===== src/memsys_pkg.sv =====
package memsys_pkg;

	typedef logic [23:0] mem_addr_t;
	typedef logic [15:0] mem_data_t;
	typedef logic [1:0] mem_id_t;

	localparam int BURST = 8;
	localparam int MEM_DEPTH_BITS = 10;
	localparam mem_id_t ID_DISP = 2'd2;
	localparam mem_id_t ID_TEST = 2'd3;

	// Region shared by the display and the memory test
	localparam mem_addr_t REGION_BASE = 24'hfb0000;
	localparam int REGION_WORDS = 32;

	localparam int READ_LATENCY = 3;
	localparam int FIFO_DEPTH_BITS = 4;

	typedef logic [MEM_DEPTH_BITS - 1:0] mem_idx_t;
	typedef logic [FIFO_DEPTH_BITS - 1:0] fifo_ptr_t;
	typedef logic [FIFO_DEPTH_BITS:0] fifo_level_t;
	typedef logic [$clog2(BURST) - 1:0] beat_t;
	typedef logic [$clog2(REGION_WORDS) - 1:0] region_off_t;
	// Backend sequence counter, covers ack, latency and burst
	typedef logic [$clog2(READ_LATENCY + BURST) - 1:0] seq_cnt_t;

	typedef enum logic [2:0] {
		st_idle,
		st_write,
		st_read_req,
		st_read_wait,
		st_done
	} test_state_t;

endpackage


===== src/mem_arbiter.sv =====
`timescale 1ns/1ps

module mem_arbiter (
	input logic clkSYS,
	input logic n_reset,

	input logic disp_req,
	input memsys_pkg::mem_addr_t disp_addr,
	input memsys_pkg::mem_data_t disp_data,
	input logic disp_wr,
	input memsys_pkg::mem_id_t disp_id,
	output logic disp_ack,
	output logic disp_valid,

	input logic test_req,
	input memsys_pkg::mem_addr_t test_addr,
	input memsys_pkg::mem_data_t test_data,
	input logic test_wr,
	input memsys_pkg::mem_id_t test_id,
	output logic test_ack,
	output logic test_valid,

	output memsys_pkg::mem_data_t client_rdata,

	output logic mem_req,
	output memsys_pkg::mem_addr_t mem_addr,
	output memsys_pkg::mem_data_t mem_data,
	output logic mem_wr,
	output memsys_pkg::mem_id_t mem_id,
	input logic mem_ack,
	input memsys_pkg::mem_data_t rd_data,
	input memsys_pkg::mem_id_t rd_id,
	input logic rd_valid
);

logic ack_latch;
logic idle;
logic grant_disp;
logic grant_test;

// No grant while a request is out or right after its ack
assign idle = ~mem_req && ~ack_latch;
assign grant_disp = idle && disp_req;
assign grant_test = idle && ~disp_req && test_req;

always_ff @(posedge clkSYS, negedge n_reset) begin
	if (~n_reset) begin
		ack_latch <= 1'b0;
		mem_req <= 1'b0;
	end else begin
		ack_latch <= mem_ack;
		if (mem_ack || ack_latch)
			mem_req <= 1'b0;
		else if (grant_disp || grant_test)
			mem_req <= 1'b1;
	end
end

// Request fields, display first
always_ff @(posedge clkSYS) begin
	if (grant_disp) begin
		mem_addr <= disp_addr;
		mem_data <= disp_data;
		mem_wr <= disp_wr;
		mem_id <= disp_id;
	end else if (grant_test) begin
		mem_addr <= test_addr;
		mem_data <= test_data;
		mem_wr <= test_wr;
		mem_id <= test_id;
	end
end

// Return path routed by id
always_ff @(posedge clkSYS, negedge n_reset) begin
	if (~n_reset) begin
		disp_ack <= 1'b0;
		test_ack <= 1'b0;
		disp_valid <= 1'b0;
		test_valid <= 1'b0;
	end else begin
		disp_ack <= mem_ack && mem_id == disp_id;
		test_ack <= mem_ack && mem_id == test_id;
		disp_valid <= rd_valid && rd_id == disp_id;
		test_valid <= rd_valid && rd_id == test_id;
	end
end

always_ff @(posedge clkSYS)
	client_rdata <= rd_data;

endmodule


===== config.mk =====
export PLATFORM = sky130hd
export DESIGN_NAME = mem_arbiter
export DESIGN_NICKNAME = d
export VERILOG_FILES = /design/src/memsys_pkg.sv /design/src/mem_arbiter.sv
export SDC_FILE = /design/constraint.sdc
export NUM_CORES = 1
export LEC_CHECK = 0
export BUFFER_PORTS_ARGS = -buffer_cell sky130_fd_sc_hd__buf_2
export CORE_UTILIZATION = 35
export DETAILED_ROUTE_END_ITERATION = 16
export GPL_ROUTABILITY_DRIVEN = 0
export PLACE_DENSITY = 0.68
export SLEW_MARGIN = 20
export SYNTH_ARGS = -nofsm -noshare
export SYNTH_HDL_FRONTEND = slang
export SYNTH_SLANG_ARGS = --single-unit

===== constraint.sdc =====
create_clock -name clkSYS -period 4.95 [get_ports clkSYS]
set_input_delay 0.99 -clock clkSYS [delete_from_list [all_inputs] [get_ports clkSYS]]
set_output_delay 0.99 -clock clkSYS [all_outputs]
set_load 0.02 [all_outputs]

# --- After elaboration in Yosys (flattened, before gate mapping) ---
# Cells that the tools add are included.
op_classes:
  n_reduce_logical: 12
  n_mux: 10
  bitwise_logic: 3
  n_eq_ne: 4
ops:
  columns: ["cell", "n"]
  rows:
  - ["24-bit 2-to-1 mux", 2]
  - ["16-bit 2-to-1 mux", 2]
  - ["2-bit == test", 4]
  - ["1-bit logical AND", 8]
  - ["1-bit 2-to-1 mux", 4]
  - ["2-bit 2-to-1 mux", 2]
  - ["2-bit nonzero test", 2]
  - ["1-bit inverter", 3]
  - ["1-bit logical OR", 2]
word_totals:
  reg_bits: 65
  in_bits: 110

# --- Logic depth before layout (Yosys ltp) ---
# Gate-level depths: netlist of the first run.
depth:
  depth_word: 7
  mapped_depth: 3
  mapped_depth_nobuf: 2

# --- Worst setup path before layout of the first run ---
# Ideal clock, no wire load.
synth_timing:
  path_kind: "in2reg"
  start: "input port disp_req"
  end: "register mem_addr[0], enable pin"
  stages: 2
  slack_ns: 0.495
  t_arrival_ns: 3.958
  path_buffers: 0
  setup_ns: 0.496
  path_cell_list: "nor2_1 > nor3_1"
synth_via:
  elab_chain_cells: 4
  elab_cells_between_ends: 5
  cone_classes: "bitwise: 1; reduce/logical: 4"
synth_lines:
  columns: ["element", "line", "source"]
  rows:
  - ["start, declared", "mem_arbiter.sv:7", "input logic disp_req,"]
  - ["1-bit inverter", "mem_arbiter.sv:44", "assign grant_test = idle && ~disp_req && test_req;"]
  - ["1-bit logical AND (2 in series)", "mem_arbiter.sv:44", null]
  - ["2-bit nonzero test (no line) *", null, null]
  - ["end signal, assigned", "mem_arbiter.sv:62", "mem_addr <= disp_addr;"]
  - ["end signal, assigned", "mem_arbiter.sv:67", "mem_addr <= test_addr;"]
  - ["end, declared", "mem_arbiter.sv:26", "output memsys_pkg::mem_addr_t mem_addr,"]
# Every way passes the cells marked *; elsewhere a longest branch is shown, timed or not.
# A chain may end at the register's enable or synchronous reset.

# --- Worst setup path after layout of the first run ---
layout_timing:
  start: "input port disp_req"
  end: "register mem_data[12], data pin"
layout_via:
  elab_chain_cells: 2
layout_lines:
  columns: ["element", "line", "source"]
  rows:
  - ["1-bit logical AND", "mem_arbiter.sv:43", "assign grant_disp = idle && disp_req;"]
  - ["16-bit 2-to-1 mux", "mem_arbiter.sv:61", "if (grant_disp) begin"]
  - ["end signal, assigned", "mem_arbiter.sv:63", "mem_data <= disp_data;"]
  - ["end signal, assigned", "mem_arbiter.sv:68", "mem_data <= test_data;"]
  - ["end, declared", "mem_arbiter.sv:27", "output memsys_pkg::mem_data_t mem_data,"]
# Every way passes these cells.

==> run summary, run 1 <==
Via/cell ratio - 4.47
Compound-Gate Fraction of Synth Area - 0%
Root buffer cell - clkbuf_8
Status - finished, final reports clean
All-layer global routing usage - 16.1%
Startpoint Class - input pin
WS Path Type - input pin to flip-flop
Comb power frac - 14.0%
Kind of cell adding the most delay to the critical path - simple AND/OR/NAND/NOR gates
Asr flop ratio synth - 9.23%
Vias in the first global route - 1882
Synthesized area - 2420 um2
Worst-path fanout max - 26
Seq/Total Area, Yosys - 72.7%
Total power draw - 1.25 mW
Static leakage - 1.62 nW
Critical Path End Type - flip-flop
CP cell instances - buf_2, nor3b_4, buf_4, mux2_2
Io pins - 174
Simple-gate area share of the yosys netlist - 2.58%
Antenna diodes - 0
Largest buffer count on any clock path - 2
Clock sinks - 65
Power Dens Cells - 351 nW/um2
DP Worst Slack - 1.93 ns
CTS HTree Levels - 3
Mapped Nets - 239
Final WL - 5.68 mm
Clock Latency Late Sink - 0.33 ns
First-pass GRT wire length - 8.63 mm
CP peak stage delay - 0.72 ns
Worst Hold Margin - 0.466 ns
Crit path buf inv count - 2
Area share of the largest cell type after synthesis - 53.3%
Post-synth EDFFs - 43
Least-Margin Pin Slew - 0.863 ns
DR DRC count - 0
Setup Skew - 0.00745 ns
Largest family of logic cells by synthesized area - multiplexers
Post-Synth XOR/XNOR Area - 2.89%
Power share of the clock group - 35.7%
Synthesized flop and latch total - 65
Area grow syn2layout - 46.8%
Multiplexer share of the synthesized area - 20.0%
Share of layout cells above drive strength 1 - 73.4%
Ys Warns - 0
Largest net degree at the start of global routing - 37
Final Hold Viols - 0
Initial Utilization - 37.1%
Initial antenna violation count - 0
Vias - 1756
Psw - 0.301 mW
Die H - 85.2 um
Arrival time worst endpoint - 2.67 ns
Final worst slack - 2.36 ns
Pins Over Slew Limit - 0
Sum Neg Setup Slack - 0 ns
Cell variety after synth - 11
Final Cycle Share - 52.3%
Clock transition at path regs - 0.07 ns
Minimum clock period - 2.59 ns
Ranking of synthesized cells by area - edfxtp_1 (53%), mux2_2 (19%), dfxtp_1 (13%)
Synth cell count leaders - edfxtp_1 (43), mux2_2 (40), dfxtp_1 (16)
Setup violators final - 0
CTS tree - built
Critical path data required time - 5.04 ns
HPWL after detailed placement - 4.41 mm
Core Rows - 29
Syn_area_per_cell - 18.8 um2
Chip width - 85.2 um
Post-Syn Instances - 129
Area leader, netlist - edfxtp_1
Max_slew headroom - 42.4%
Layout Nets - 421
RSZ-0062 raised after global routing - no
Hold Crit Class - input pin to asynchronous set/reset pin
Internal - 0.946 mW
Most frequent cell after synthesis - edfxtp_1
Post-synthesis adder-cell area fraction - 0%
I/O Buffers - 173
Max stage delay cell, worst path - nor3b_4
CORE AREA - 6530 um2
Achievable clock frequency - 386 MHz
Gr ovfl total - 0
Primary FF master, synth - edfxtp_1
Setup Buffers After CTS - 0
DR iter-0 viols - 40
Maximum vdd drop - 0.000215 V
Max_cap viols - 0
Die area - 7260 um2
1st-pass router iterations - 4
Average wire per standard cell - 14.5 um
Post-CTS sizing - 0
Hold_buf cts - 0
CTS buffer count - 9
Switching share of total power - 24.1%
Sequential power share - 50.3%
Post-DRT Antenna Nets - 0
-- sequential cells by signal, indices dropped and copies added, names as in the netlist --
name          flops
ack_latch         1
client_rdata     16
disp_ack          1
disp_valid        1
mem_addr         24
mem_data         16
mem_id            2
mem_req           1
mem_wr            1
test_ack          1
test_valid        1
-- path summary, 6_finish.rpt --
check	start	end	slack [ns]	depth (start not counted)
max in group asynchronous	n_reset	test_valid$_DFF_PN0_	4.34	1
hold reg to reg	ack_latch$_DFF_PN0_	mem_req$_DFFE_PN0P_	0.55	1
hold / removal	n_reset	disp_ack$_DFF_PN0_	0.47	1
setup reg to reg	mem_req$_DFFE_PN0P_	mem_data[12]$_DFFE_PP_	2.65	3
min in group clkSYS	ack_latch$_DFF_PN0_	mem_req$_DFFE_PN0P_	0.55	1
setup / recovery	disp_req	mem_data[12]$_DFFE_PP_	2.36	4
-- routing by layer --
| layer | vias up | global-route usage (%) | wire length (um) |
|---|---|---|---|
| met4 | 0 | 9.40 | 110 |
| met3 | 11 | 6.32 | 528 |
| li1 | 846 | - | - |
| met2 | 105 | 29.1 | 2970 |
| met1 | 794 | 15.5 | 2070 |
| met5 | - | 0 | 0 |
-- logic make-up (layout without fill, tap and decap cells) --
group / count (synthesis) / in the layout
flops: 65 / 65
mux: 43 / 43
simple gates: 9 / 9
xor+xnor: 8 / 8
buf+inv: 4 / 191
-- power by group through the flow --
stage	clock network, mW	logic [mW]	registers, mW
6_report	0.445	0.175	0.628
3_3_place_gp	0	0.174	0.639
5_1_grt	0.477	0.188	0.630
3_5_place_dp	0	0.177	0.640
2_1_floorplan	0	0.0531	0.684
4_1_cts	0.457	0.178	0.628
-- per-stage QoR --
stage          area (um2)  utilization [%]  cells
5_1_grt              3560             54.5    393
3_3_place_gp         3360             51.5    377
3_5_place_dp         3360             51.5    377
6_report             3560             54.5    393
2_1_floorplan        2420                -    129
4_1_cts              3560             54.5    393
-- layout by cell type (no fill, tap or decap) --
cell type | synthesis | routed
and3_1 | 4 | 4
buf_2 | 0 | 173
buf_4 | 0 | 2
bufinv_16 | 0 | 1
clkbuf_1 | 0 | 1
clkbuf_8 | 0 | 10
clkinv_2 | 0 | 2
clkinvlp_4 | 0 | 2
dfrtp_1 | 6 | 6
dfxtp_1 | 16 | 16
edfxtp_1 | 43 | 43
mux2_1 | 3 | 3
mux2_2 | 40 | 40
nor2_1 | 1 | 1
nor3_1 | 3 | 2
nor3_2 | 0 | 1
nor3b_4 | 1 | 1
xnor2_1 | 8 | 8
-- layout make-up --
cell class	instances	area [um2]
clock inverters	5	55.1
well taps	77	96.3
flip-flops and latches	65	1760
repair buffers	175	881
clock buffers	11	141
fillers	575	2970
multi-input cells	60	622
Note: power is estimated with default switching activity, not from simulation.
==> run 2: changes to the inputs <==
- clock period: 4.95 -> 2.6 ns (I/O delays scaled with it)
==> run 2 against run 1 <==
  * Sequential cell count stayed put
  * Core utilization rose by 0.69 points
  * Largest power group unchanged
  * Combinational power grew 91%
  * Sequential share of layout area fell by 0.62 points
  * Count of clock-buffer cells in the layout grew 4
==> run summary, run 2 (synthesized netlist as in run 1, its figures left out) <==
Max_cap viols - 0 (unchanged)
R2R depth - 3 (unchanged)
Share of layout cells above drive strength 1 - 72.6% (-0.86 points)
Setup Skew - 0.00615 ns (-0.00130 ns)
Hold Crit Class - input pin to flip-flop
Average wire per standard cell - 13.3 um (-8.0%)
Crit path to - mem_addr[12]$_DFFE_PP_
Clock transition at path regs - 0.07 ns (about the same)
WS Path Type - flip-flop to flip-flop
I/O Buffers - 173 (unchanged)
Least-Margin Pin Slew - 0.552 ns (-0.311 ns)
CORE AREA - 6530 um2 (unchanged)
Maximum vdd drop - 0.000354 V (+65%)
Power Dens Cells - 667 nW/um2 (+90%)
Critical path data required time - 2.67 ns (-2.37 ns)
First-pass GRT wire length - 8.16 mm (-5.4%)
Final Hold Viols - 0 (unchanged)
Setup violators final - 0 (unchanged)
Largest register by flop count - mem_addr
Io pins - 174 (unchanged)
Initial Utilization - 37.1% (unchanged)
DP Worst Slack - 0.830 ns (-1.10 ns)
DR iter-0 viols - 35 (-13%)
All-layer global routing usage - 15.1% (-1.0 points)
Area grow syn2layout - 48.6%
Chip width - 85.2 um (unchanged)
Post-CTS sizing - 0 (unchanged)
CTS buffer count - 9 (unchanged)
Max_slew headroom - 63.2% (+21 points)
Largest net degree at the start of global routing - 44 (+19%)
Gr ovfl total - 0 (unchanged)
CTS tree - built
Pins Over Slew Limit - 0 (unchanged)
Core Rows - 29 (unchanged)
1st-pass router iterations - 4 (unchanged)
Max reg flops - 24 (unchanged)
Layout Nets - 422 (+0.24%)
Sum Neg Setup Slack - 0 ns (unchanged)
Die area - 7260 um2 (unchanged)
RSZ-0062 raised after global routing - no
Crit. Startpoint - ack_latch$_DFF_PN0_
Clock sinks - 65 (unchanged)
Worst-path fanout max - 43 (+65%)
Vias - 1750 (-0.34%)
Commonest non-fill, non-tap cells in the layout - buf_2 (173), edfxtp_1 (43), mux2_2 (40), dfxtp_1 (16), clkbuf_8 (11)
Arrival time worst endpoint - 1.67 ns (-1.00 ns)
Status - finished, final reports clean
Static leakage - 1.64 nW (+1.3%)
Clock Latency Late Sink - 0.33 ns (about the same)
Minimum clock period - 1.60 ns
HPWL after detailed placement - 3.85 mm (-13%)
Total power draw - 2.40 mW (+93%)
Reg-to-reg endpoint - mem_addr[12]$_DFFE_PP_
Final WL - 5.24 mm (-7.8%)
Final worst slack - 1.00 ns (-1.36 ns)
Startpoint Class - flip-flop
Most common cell after layout, fill and taps aside - buf_2
Critical Path End Type - flip-flop
DR DRC count - 0 (unchanged)
CTS HTree Levels - 3 (unchanged)
Largest regs - mem_addr x24, client_rdata x16, mem_data x16
FF-to-FF setup slack - 1.00 ns (-1.65 ns)
Final Cycle Share - 61.4%
Vias in the first global route - 1839 (-2.3%)
Post-DRT Antenna Nets - 0 (unchanged)
Root buffer cell - clkbuf_8
Die H - 85.2 um (unchanged)
Worst r2r src - ack_latch$_DFF_PN0_
Largest buffer count on any clock path - 2 (unchanged)
Via/cell ratio - 4.44 (-0.59%)
Initial antenna violation count - 0 (unchanged)
Antenna diodes - 0 (unchanged)
Achievable clock frequency - 627 MHz
## run 2: changes by cell type in the layout (fill, tap and decap cells not counted), sizes merged
cell and change:
clkbuf +4, bufinv -1, clkinv -1, dlygate4sd3 +1
clkinvlp -2
## run 2: worst min path at each step
stage,startpoint,end,slack (ns),depth (start not counted)
CTS,rd_data[3],client_rdata[3]$_DFF_P_,0.27,1
global placement,n_reset,disp_valid$_DFF_PN0_,0.35,1
detailed placement,n_reset,test_valid$_DFF_PN0_,0.36,1
floorplan,n_reset,ack_latch$_DFF_PN0_,0.22,0
finish,rd_data[3],client_rdata[3]$_DFF_P_,0.29,1
global route,rd_data[14],client_rdata[14]$_DFF_P_,0.27,1
## run 2: metal layers
| layer | vias up | track usage [%] | part of all wire [%] |
|---|---|---|---|
| li1 | 850 | - | - |
| met1 | 774 | 15.6 | 37 |
| met2 | 119 | 26.3 | 51 |
| met3 | 7 | 5.35 | 10 |
| met4 | 0 | 9.09 | 1.6 |
| met5 | - | 0 | 0 |
## run 2: where the power goes
group | internal (mW) | leakage [nW] | total, mW | switching (mW)
combinational | 0.162 | 0.916 | 0.334 | 0.172
clock | 0.513 | 0.108 | 0.872 | 0.359
sequential | 1.18 | 0.621 | 1.20 | 0.0180
## run 2: repair_timing
| item | in CTS | in global routing |
|---|---|---|
| buffers inserted | 0 | 0 |
| hold endpoints to repair | 6 | 0 |
| hold buffers | 1 | 0 |
## run 2: metrics by stage
step | instances | util (%) | area, um2 | hold WS (ns)
global route | 394 | 55.2 | 3600 | 0.266
floorplan | 129 | - | 2430 | 0.224
detailed placement | 377 | 51.7 | 3380 | 0.356
CTS | 394 | 55.2 | 3600 | 0.266
global placement | 377 | 51.7 | 3380 | 0.351
finish | 394 | 55.2 | 3600 | 0.286
## run 2: worst max-delay path, cell delays in order, from the launching register on
cell and delay [ns]:
dfrtp_1 0.44, nor3b_4 0.25, buf_12 0.27, mux2_2 0.37
## run 2: layout make-up
cell class              count  area (um2)
fillers                   580        2930
flip-flops and latches     65        1760
well taps                  77        96.3
repair buffers            176         903
clock buffers              15         209
clock inverters             1        3.75
multi-input cells          60         628
