==> src/memsys_pkg.sv <==
package memsys_pkg;

	typedef logic [23:0] mem_addr_t;
	typedef logic [15:0] mem_data_t;
	typedef logic [1:0] mem_id_t;

	localparam int BURST = 8;
	localparam int MEM_DEPTH_BITS = 10;
	localparam mem_id_t ID_DISP = 2'd2;
	localparam mem_id_t ID_TEST = 2'd3;

	// Region shared by the display and the memory test
	localparam mem_addr_t REGION_BASE = 24'hfb0000;
	localparam int REGION_WORDS = 32;

	localparam int READ_LATENCY = 3;
	localparam int FIFO_DEPTH_BITS = 4;

	typedef logic [MEM_DEPTH_BITS - 1:0] mem_idx_t;
	typedef logic [FIFO_DEPTH_BITS - 1:0] fifo_ptr_t;
	typedef logic [FIFO_DEPTH_BITS:0] fifo_level_t;
	typedef logic [$clog2(BURST) - 1:0] beat_t;
	typedef logic [$clog2(REGION_WORDS) - 1:0] region_off_t;
	// Backend sequence counter, covers ack, latency and burst
	typedef logic [$clog2(READ_LATENCY + BURST) - 1:0] seq_cnt_t;

	typedef enum logic [2:0] {
		st_idle,
		st_write,
		st_read_req,
		st_read_wait,
		st_done
	} test_state_t;

endpackage

==> src/disp_fetch.sv <==
`timescale 1ns/1ps

module disp_fetch (
	input logic clkSYS,
	input logic n_reset,
	input logic disp_en,
	input logic pix_req,
	output logic req,
	output memsys_pkg::mem_addr_t addr,
	output logic wr,
	output memsys_pkg::mem_data_t data,
	output memsys_pkg::mem_id_t id,
	input logic ack,
	input logic valid,
	input memsys_pkg::mem_data_t rdata,
	output memsys_pkg::mem_data_t pix,
	output logic pix_valid,
	output memsys_pkg::fifo_level_t fifo_level
);

memsys_pkg::mem_data_t fifo_mem [2 ** memsys_pkg::FIFO_DEPTH_BITS];
memsys_pkg::fifo_ptr_t wr_ptr;
memsys_pkg::fifo_ptr_t rd_ptr;
memsys_pkg::region_off_t offset;
memsys_pkg::beat_t beats;
logic busy;
logic stale;
logic room;
logic push;
logic pop;

assign addr = memsys_pkg::REGION_BASE + memsys_pkg::mem_addr_t'(offset);
assign wr = 1'b0;
assign data = '0;
assign id = memsys_pkg::ID_DISP;

assign room = fifo_level <= memsys_pkg::fifo_level_t'((2 ** memsys_pkg::FIFO_DEPTH_BITS) -
	memsys_pkg::BURST);
// Words of a burst started before disp_en dropped are thrown away
assign push = valid && busy && disp_en && ~stale;
assign pop = pix_req && disp_en && fifo_level != '0;

always_ff @(posedge clkSYS, negedge n_reset) begin
	if (~n_reset) begin
		req <= 1'b0;
		busy <= 1'b0;
		stale <= 1'b0;
		beats <= '0;
		offset <= '0;
	end else if (~busy) begin
		stale <= 1'b0;
		if (~disp_en) begin
			offset <= '0;
		end else if (room) begin
			req <= 1'b1;
			busy <= 1'b1;
			beats <= '0;
		end
	end else begin
		if (~disp_en)
			stale <= 1'b1;
		if (ack)
			req <= 1'b0;
		if (valid)
			beats <= beats + 1'b1;
		if (valid && beats == memsys_pkg::beat_t'(memsys_pkg::BURST - 1)) begin
			busy <= 1'b0;
			if (stale || ~disp_en)
				offset <= '0;
			else if (offset == memsys_pkg::region_off_t'(memsys_pkg::REGION_WORDS -
					memsys_pkg::BURST))
				offset <= '0;
			else
				offset <= offset + memsys_pkg::region_off_t'(memsys_pkg::BURST);
		end
	end
end

always_ff @(posedge clkSYS, negedge n_reset) begin
	if (~n_reset) begin
		wr_ptr <= '0;
		rd_ptr <= '0;
		fifo_level <= '0;
		pix_valid <= 1'b0;
	end else begin
		pix_valid <= pop;
		if (~disp_en) begin
			// Flush so the next enable starts clean at the base
			wr_ptr <= '0;
			rd_ptr <= '0;
			fifo_level <= '0;
		end else begin
			if (push)
				wr_ptr <= wr_ptr + 1'b1;
			if (pop)
				rd_ptr <= rd_ptr + 1'b1;
			if (push && ~pop)
				fifo_level <= fifo_level + 1'b1;
			else if (pop && ~push)
				fifo_level <= fifo_level - 1'b1;
		end
	end
end

always_ff @(posedge clkSYS) begin
	if (push)
		fifo_mem[wr_ptr] <= rdata;
	if (pop)
		pix <= fifo_mem[rd_ptr];
end

endmodule

==> config.mk <==
export PLATFORM = sky130hd
export DESIGN_NAME = disp_fetch
export DESIGN_NICKNAME = d
export VERILOG_FILES = /design/src/memsys_pkg.sv /design/src/disp_fetch.sv
export SDC_FILE = /design/constraint.sdc
export NUM_CORES = 1
export LEC_CHECK = 0
export BUFFER_PORTS_ARGS = -buffer_cell sky130_fd_sc_hd__buf_4
export CAP_MARGIN = 20
export CORE_ASPECT_RATIO = 0.75
export CORE_MARGIN = 2
export CORE_UTILIZATION = 35
export DETAILED_ROUTE_END_ITERATION = 16
export PLACE_DENSITY = 0.51
export SLEW_MARGIN = 0
export SYNTH_ARGS = -nofsm -noshare
export SYNTH_HDL_FRONTEND = slang
export SYNTH_SLANG_ARGS = --single-unit
==> constraint.sdc <==
create_clock -name clkSYS -period 3 [get_ports clkSYS]
set_input_delay 0.45 -clock clkSYS [delete_from_list [all_inputs] [get_ports clkSYS]]
set_output_delay 0.45 -clock clkSYS [all_outputs]
set_load 0.005 [all_outputs]
# After elaboration in Yosys (flattened, before gate mapping)
# Memory sizes are Yosys's and may differ from the RTL's. A register that Yosys moved wholly into a read port is not among the register bits.
# Index checks and enable logic that the tools add are counted.
# op_classes
add_sub_neg	7
n_lt_le_gt_ge	1
n_eq_ne	10
n_mux	28
bitwise	4
n_reduce_logical	15
# ops
operator	n
2-to-1 mux 5 bit	8
adder 20 x 6 -> 21 bit (first input constant)	1
2-to-1 mux 4 bit	4
2-to-1 mux 1 bit	12
2-to-1 mux 3 bit	4
adder 4 x 1 -> 4 bit (second input constant)	2
logical AND 1 bit	8
!= test 2 x 1 -> 1 bit (second input constant)	4
!= test 2 bit (second input constant)	3
AND reduction 3 bit	2
adder 5 x 1 -> 5 bit (second input constant)	1
adder 5 x 4 -> 5 bit (second input constant)	1
== test 5 bit (second input constant)	1
less-or-equal comparator 5 x 4 -> 1 bit (second input constant)	1
nonzero test 5 bit	1
subtractor 5 x 1 -> 5 bit (second input constant)	1
NOT 1 bit	4
nonzero test 2 bit	2
adder 3 x 1 -> 3 bit (second input constant)	1
== test 3 bit (second input constant)	1
!= test 3 x 1 -> 1 bit (second input constant)	1
AND reduction 2 bit	1
logical OR 1 bit	1
# word_totals
ff_bits	25
ramBits	256
in_bits	22
out_inout_bits	66
wordCells	75
n_memories	1
# mem_list
memory	words	word_bits	read_ports	rd_ports_with_merged_regs	wr	line_no	text
fifo_mem	16	16	1	1	1	disp_fetch.sv:21	memsys_pkg::mem_data_t fifo_mem [2 ** memsys_pkg::FIFO_DEPTH_BITS];

# Logic depth before layout (Yosys ltp)
# Gate-level depths: netlist of the first run.
# depth
ltp_word	8
depth_mapped	9
ltp_nobuf	8

# Worst setup path before layout of the first run
# Ideal clock, no wire load.
# synth_timing
kind	reg2reg
from	register fifo_level[1]
to	register fifo_level[4]
setup_time_ps	80
t_arrival_ps	2667
t_required_ps	2920
slack_ps	252
stages_incl_launch_ff	10
path_buffers	1
period_less_slack_ps	2748
path_cell_list	dfrtp_1 > or3_1 > buf_6 > o211ai_2 > nand2_1 > fa_1 > a21o_1 > a21oi_1 > or4b_1 > o211ai_2
# synth_via
elab_chain_len	6
word_cells_on_any_way	11
classes_between	add/sub (2); eq/ne (1); mux (3); bitwise (1); reduce/logical (4)
# synth_rtl
item	line_no	text
start, declared	disp_fetch.sv:18	output memsys_pkg::fifo_level_t fifo_level
start signal, assigned	disp_fetch.sv:98	fifo_level <= fifo_level + 1'b1;
start signal, assigned	disp_fetch.sv:100	fifo_level <= fifo_level - 1'b1;
parallel branches: the longest is 6 deep, another holds subtractor 5 x 1 -> 5 bit	--	
# Parallel ways; which one is timed is not known. The select of a mux whose other input is x is not followed.
# A chain may end at the register's enable or synchronous reset.

# Final worst setup path of the first run
# layout_timing
from	register fifo_level[0]
to	register fifo_level[4]
# The elaborated chain is that of the path after synthesis.

==> reports/results.ini, run 1 <==
[status]
outcome=complete, no violations

[timing]
fin_worst_skew_ns=0.0117
setup_viol=0
min_period_ns=2.75
fin_crit_sh=0.917
clock.fmax_mhz=363
final_max_slew_viol_count=0
setup_ws_ns=0.249
hold_violations=0
tightest_slew_ns=0.868
rsz0062_at_grt=no
maxSlewHeadroom=0.421
finalSetupTns_ns=0

[place]
hpwl_mm=16.3
gp_congestion=0.754
post-place-ws_ns=0.275
port_buffers=46

[yosys]
synthTopCellsByCount=edfxtp_1, mux2i_1, buf_4
synthDistinctLibCells=51
yosys.area.top_type=edfxtp_1
synth_edf_count=272
synth_seq_area_share=0.726
synth_area_per_cell_um2=17.7
synth_area_leaders=edfxtp_1, mux4_2, mux2i_1, dfrtp_1, buf_4
syn-cell-area_um2=12000
synth_cells=679
ys_warn_count=0
ys_async_sr_fraction=0.0748
ys_seq_elements=294
synth.top_cell.area_share=0.680
yosysMostFrequentCell=edfxtp_1
synthFlopType=edfxtp_1

[worst_setup_path]
critPathRequiredTime_ns=3.48
path_max_fanout=7
path_cells=or3_1, o211ai_2, nand2_1, fa_1, a21o_1, a21oi_1, or4b_1, o211ai_2
end_kind=flip-flop
critPathBufInv=0
critical_path.slowest_cell=or4b_1
start_kind=flip-flop
cp_top_family=simple AND/OR/NAND/NOR gates
crit_type=flip-flop to flip-flop
slowest_delay_ns=0.48
crit_top_cell=o211ai_2
arrival_ns=3.23

[grt]
grt_use_total=0.151
antenna_found_initial=0
grt_use_met1=0.201
busiest_layer=met2
grt_pass1_vias=6377
grt_overflow_total=0
grt_use_met3=0.0278
grt_pass1_wl_mm=39.8
grt_max_degree=36
met2_usage=0.257

[final_layout]
drive_above_1_share=0.241
fill_cells=3019
area_growth_pct=15.9
antenna_cells=0
nets=792

[pwr]
p_int_uw=7680
pwr-share-clk=0.344
p_switching_uw=2600
combPwrFrac=0.183
seq_power_share=0.473
swShare=0.253
power.density_nw_per_um2=739
ir_worst_vdd_uv=497
total_leakage_power_uw=0.00473

[floorplan]
core_area_um2=33700
design.die.area_um2=35800
fp.dieH_um=164
ios=88
die_w_um=218
std_cell_rows=58
initial_core_util=0.356

[detailed_routing]
ant_nets=0
routed_wl_mm=26.5
dr.pass1.iters=4
detail_route.vias_per_cell=4.95
drcViolationCount=0
wl_per_cell_um=21.6
num_vias=6083
drt_iter0_markers=371

[clocking]
cts_num_sinks=294
htreeDepth=1
path_clk_slew_ns=0.07
cts.path.max_buffers=3
cts_root_buf=clkbuf_16
cts_tree=yes
post-cts-setup-buffers=0
insertion_delay_ns=0.55
cts_buffers=29

[run]
drv_cap=0

[hold_path]
hold_path.class=primary input to flip-flop

[flip-flops by register name, summed over array words and instances, names as in the netlist]
register	flops
pix	16
fifo_level	5
rd_ptr	4
busy	1
offset	2
wr_ptr	4
pix_valid	1
req	1
beats	3
stale	1
fifo_mem	256
[kinds of logic after synthesis]
family | count (synthesis) | share of synthesized area
flops | 294 | 0.726
mux | 101 | 0.118
compound gates | 90 | 0.0574
buf+inv | 85 | 0.0421
simple gates | 82 | 0.0327
fa+ha+maj | 13 | 0.0142
xor+xnor | 12 | 0.00876
other cells | 2 | 0.000626
[layout by cell type (no fill, tap or decap), types with 2 or more instances in the layout]
| master | instances |
|---|---|
| edfxtp_1 | 272 |
| buf_4 | 80 |
| mux2i_1 | 66 |
| conb_1 | 41 |
| nand2_1 | 34 |
| a221oi_1 | 32 |
| mux4_2 | 32 |
| clkbuf_16 | 29 |
| dfrtp_1 | 21 |
| o21ai_0 | 19 |
| a22oi_1 | 16 |
| nor2_2 | 12 |
| ha_1 | 12 |
| xnor2_1 | 10 |
| clkbuf_1 | 9 |
| clkinv_2 | 9 |
| inv_1 | 7 |
| and2_1 | 7 |
| nor2_1 | 5 |
| buf_12 | 5 |
| nor3_2 | 4 |
| a21oi_1 | 4 |
| nand3_1 | 4 |
| nand2b_1 | 3 |
| nor2b_1 | 3 |
| mux2_2 | 3 |
| bufinv_16 | 3 |
| o211ai_2 | 2 |
| o21a_1 | 2 |
| xor2_1 | 2 |
| a32o_1 | 2 |
| or4b_1 | 2 |
[power groups by stage]
stage / sequential, uW / combinational [uW] / clock, uW
floorplan: 4830 / 1490 / 0
global placement: 4940 / 1870 / 0
detailed placement: 4960 / 1910 / 0
CTS: 4870 / 1920 / 3640
global route: 4890 / 2070 / 3810
finish: 4870 / 1880 / 3530
[metal layers]
metal  up-vias  wire, um
met2       127     12900
met3        47      1760
met4         0       613
li1       2760         -
met1      3149     11300
met5         -         0
[per-stage QoR]
| stage | cell area, um2 | std cells | hold WS (ns) | power (uW) | util |
|---|---|---|---|---|---|
| 2_1_floorplan | 12200 | 718 | 0.154 | 6320 | - |
| 3_3_place_gp | 13000 | 1175 | 0.357 | 6820 | 0.386 |
| 3_5_place_dp | 13000 | 1175 | 0.361 | 6870 | 0.386 |
| 4_1_cts | 13900 | 1229 | 0.0752 | 10400 | 0.413 |
| 5_1_grt | 13900 | 1229 | 0.0765 | 10800 | 0.413 |
| 6_report | 13900 | 1229 | 0.0963 | 10300 | 0.413 |
[worst paths after layout]
path                                     from             to  slack (ns)  cells after the start
worst max-delay path            fifo_level[0]  fifo_level[4]        0.25                      8
worst min-delay path                      ack            req         0.1                      2
min in group asynchronous             n_reset  fifo_level[4]        0.33                      2
worst min register to register      offset[4]      offset[4]        0.54                      1
max in group asynchronous             n_reset      rd_ptr[0]        2.39                      2
worst max register to register  fifo_level[0]  fifo_level[4]        0.25                      8
[final cells by class]
| cell class | count | area [um2] | area share |
|---|---|---|---|
| clock buffer | 38 | 759 | 0.0546 |
| clock inverter | 15 | 155 | 0.0111 |
| inverter | 7 | 26.3 | 0.00189 |
| multi-input combinational | 339 | 2980 | 0.214 |
| sequential | 294 | 8720 | 0.627 |
| tap | 450 | 563 | 0.0405 |
| timing repair buffer | 86 | 711 | 0.0511 |
[timing repair]
item                                    in CTS  in global routing
endpoints found under the hold margin       22                  0
hold buffers                                 1                  0
endpoints found under the setup margin       0                  0
gates resized for setup                      0                  0
Power figures use the tool's default switching activity.
==> run 2: changes to the inputs <==
- BUFFER_PORTS_ARGS: -buffer_cell sky130_fd_sc_hd__buf_4 -> not set
- DONT_BUFFER_PORTS: not set -> 1
- PLACE_DENSITY: 0.51 -> 0.49
==> run 2 against run 1 <==
  * Fmax shrank 1.9%
  * Global-route usage grew 0.32 points
  * Clock-buffer cell count shrank 2
  * Setup slack lost 0.053 ns
  * Clock skew shrank 0.0045 ns
  * Non-clock buffer count shrank 30
  * Critical path type unchanged
==> reports/results.ini, run 2 (synthesis gave the netlist of run 1 again) <==
[clocking]
cts_tree=yes
cts.path.max_buffers=3
post-cts-setup-buffers=0
cts_num_sinks=294
cts_buffers=29
insertion_delay_ns=0.54
htreeDepth=1
path_clk_slew_ns=0.06
cts_root_buf=clkbuf_16

[grt]
grt_use_met1=0.216
grt_use_total=0.154
antenna_found_initial=2
grt_overflow_total=0
met2_usage=0.255
busiest_layer=met2
grt_pass1_vias=6094
grt_use_met3=0.0263
grt_pass1_wl_mm=40.3
grt_max_degree=37

[detailed_routing]
ant_nets=0
dr.pass1.iters=5
routed_wl_mm=27.2
detail_route.vias_per_cell=5.04
drt_iter0_markers=514
num_vias=6045
drcViolationCount=0
wl_per_cell_um=22.6

[worst_setup_path]
critPathRequiredTime_ns=3.47
r2r_cells=8
path_cells=or3_1, o211ai_2, nand2_1, fa_1, a21o_1, a21oi_1, or4b_1, o211ai_2
crit_type=flip-flop to flip-flop
arrival_ns=3.27
start_kind=flip-flop
slowest_delay_ns=0.50
critPathBufInv=0
reg2reg_slack_ns=0.20
end_kind=flip-flop
r2r_start=fifo_level[1]
crit_top_cell=o211ai_2
critical_path.slowest_cell=or4b_1
path_max_fanout=5
timing.rr.end=fifo_level[4]
cp_top_family=simple AND/OR/NAND/NOR gates
critPathLaunch=fifo_level[1]

[place]
post-place-ws_ns=0.223
hpwl_mm=15.9
gp_congestion=0.739
placed_area_um2=12600
port_buffers=0

[floorplan]
core_area_um2=33700
fp.dieH_um=164
initial_core_util=0.356
die_w_um=218
std_cell_rows=58
ios=88
design.die.area_um2=35800

[timing]
rsz0062_at_grt=no
hold_violations=0
fin_crit_sh=0.935
clock.fmax_mhz=357
final_max_slew_viol_count=0
min_period_ns=2.80
finalSetupTns_ns=0
whs_ns=0.0320
fin_worst_skew_ns=0.00715
maxSlewHeadroom=0.445
setup_ws_ns=0.196
tightest_slew_ns=0.832
setup_viol=0

[final_layout]
reg_top3=fifo_mem (256), pix (16), fifo_level (5)
fin_area_um2=13700
regMostFlops=fifo_mem
largest_reg_flops=256
drive_above_1_share=0.176
mostFrequentLayoutCells=edfxtp_1, mux2i_1, conb_1
nets=762
fill_cells=3043
area_growth_pct=14.4
final_common_cell=edfxtp_1

[pwr]
p_switching_uw=2540
ir_worst_vdd_uv=463
seq_power_share=0.476
pwr-share-clk=0.350
combPwrFrac=0.175
total_leakage_power_uw=0.00456
swShare=0.249
p_int_uw=7660
power.density_nw_per_um2=743

[hold_path]
hold_start=disp_en
holdPathStages=1
hold_path.class=primary input to flip-flop
whs_endpoint=wr_ptr[3]

[status]
outcome=complete, no violations

[run]
drv_cap=0

[run 2: cell types whose count changed in the layout (fill, tap and decap cells not counted), sizes merged]
cell | previous run | this run
clkbuf | 38 | 36
clkinv | 11 | 10
dlygate4sd3 | 1 | 19
diode | 0 | 1
buf | 85 | 37
bufinv | 3 | 4
inv | 7 | 8
[run 2: routing by layer]
layer / share of wire / wire, um / vias to the layer above
met5: 0.00041 / 11 / -
met4: 0.019 / 505 / 2
met3: 0.037 / 1020 / 36
met2: 0.48 / 13200 / 114
met1: 0.46 / 12500 / 3195
li1: - / - / 2698
[run 2: worst max path at each step]
stage               cells after the start  slack, ns            end
global route                            8       0.01  fifo_level[4]
CTS                                     8       0.19  fifo_level[4]
detailed placement                      8       0.22  fifo_level[4]
global placement                        8       0.29  fifo_level[4]
finish                                  8       0.20  fifo_level[4]
floorplan                               9       0.25  fifo_level[4]
[run 2: per-stage QoR]
stage / util / total power [uW] / instances
4_1_cts: 0.407 / 10300 / 1197
6_report: 0.408 / 10200 / 1199
5_1_grt: 0.408 / 10700 / 1199
3_3_place_gp: 0.374 / 6630 / 1126
2_1_floorplan: - / 6320 / 718
3_5_place_dp: 0.374 / 6670 / 1126
[run 2: cell type report]
cell class / count / area [um2] / share of cell area
flip-flops and latches: 294 / 8720 / 0.635
inverters: 7 / 26.3 / 0.00191
clock inverters: 16 / 176 / 0.0128
well taps: 450 / 563 / 0.0410
multi-input cells: 339 / 2980 / 0.217
repair buffers: 56 / 513 / 0.0374
clock buffers: 36 / 752 / 0.0548
diodes: 1 / 2.50 / 0.000182
[run 2: worst register-to-register path, delay by kind of cell, from the launching register on]
family / cells / cell delay, ns
flops: 1 / 0.45
simple gates: 3 / 1.11
fa+ha+maj: 1 / 0.45
compound gates: 4 / 0.71
[run 2: what timing repair did]
action                                 CTS  global route
resized for setup                        0             0
hold buffers                            19             0
endpoints found under the hold margin  280             0
[run 2: power groups by stage]
stage	clock network [uW]	logic, uW	registers, uW
after detailed placement	0	1730	4940
final	3570	1780	4850
after global routing	3830	1960	4880
after CTS	3680	1810	4860
after global placement	0	1700	4930
after floorplan	0	1490	4830
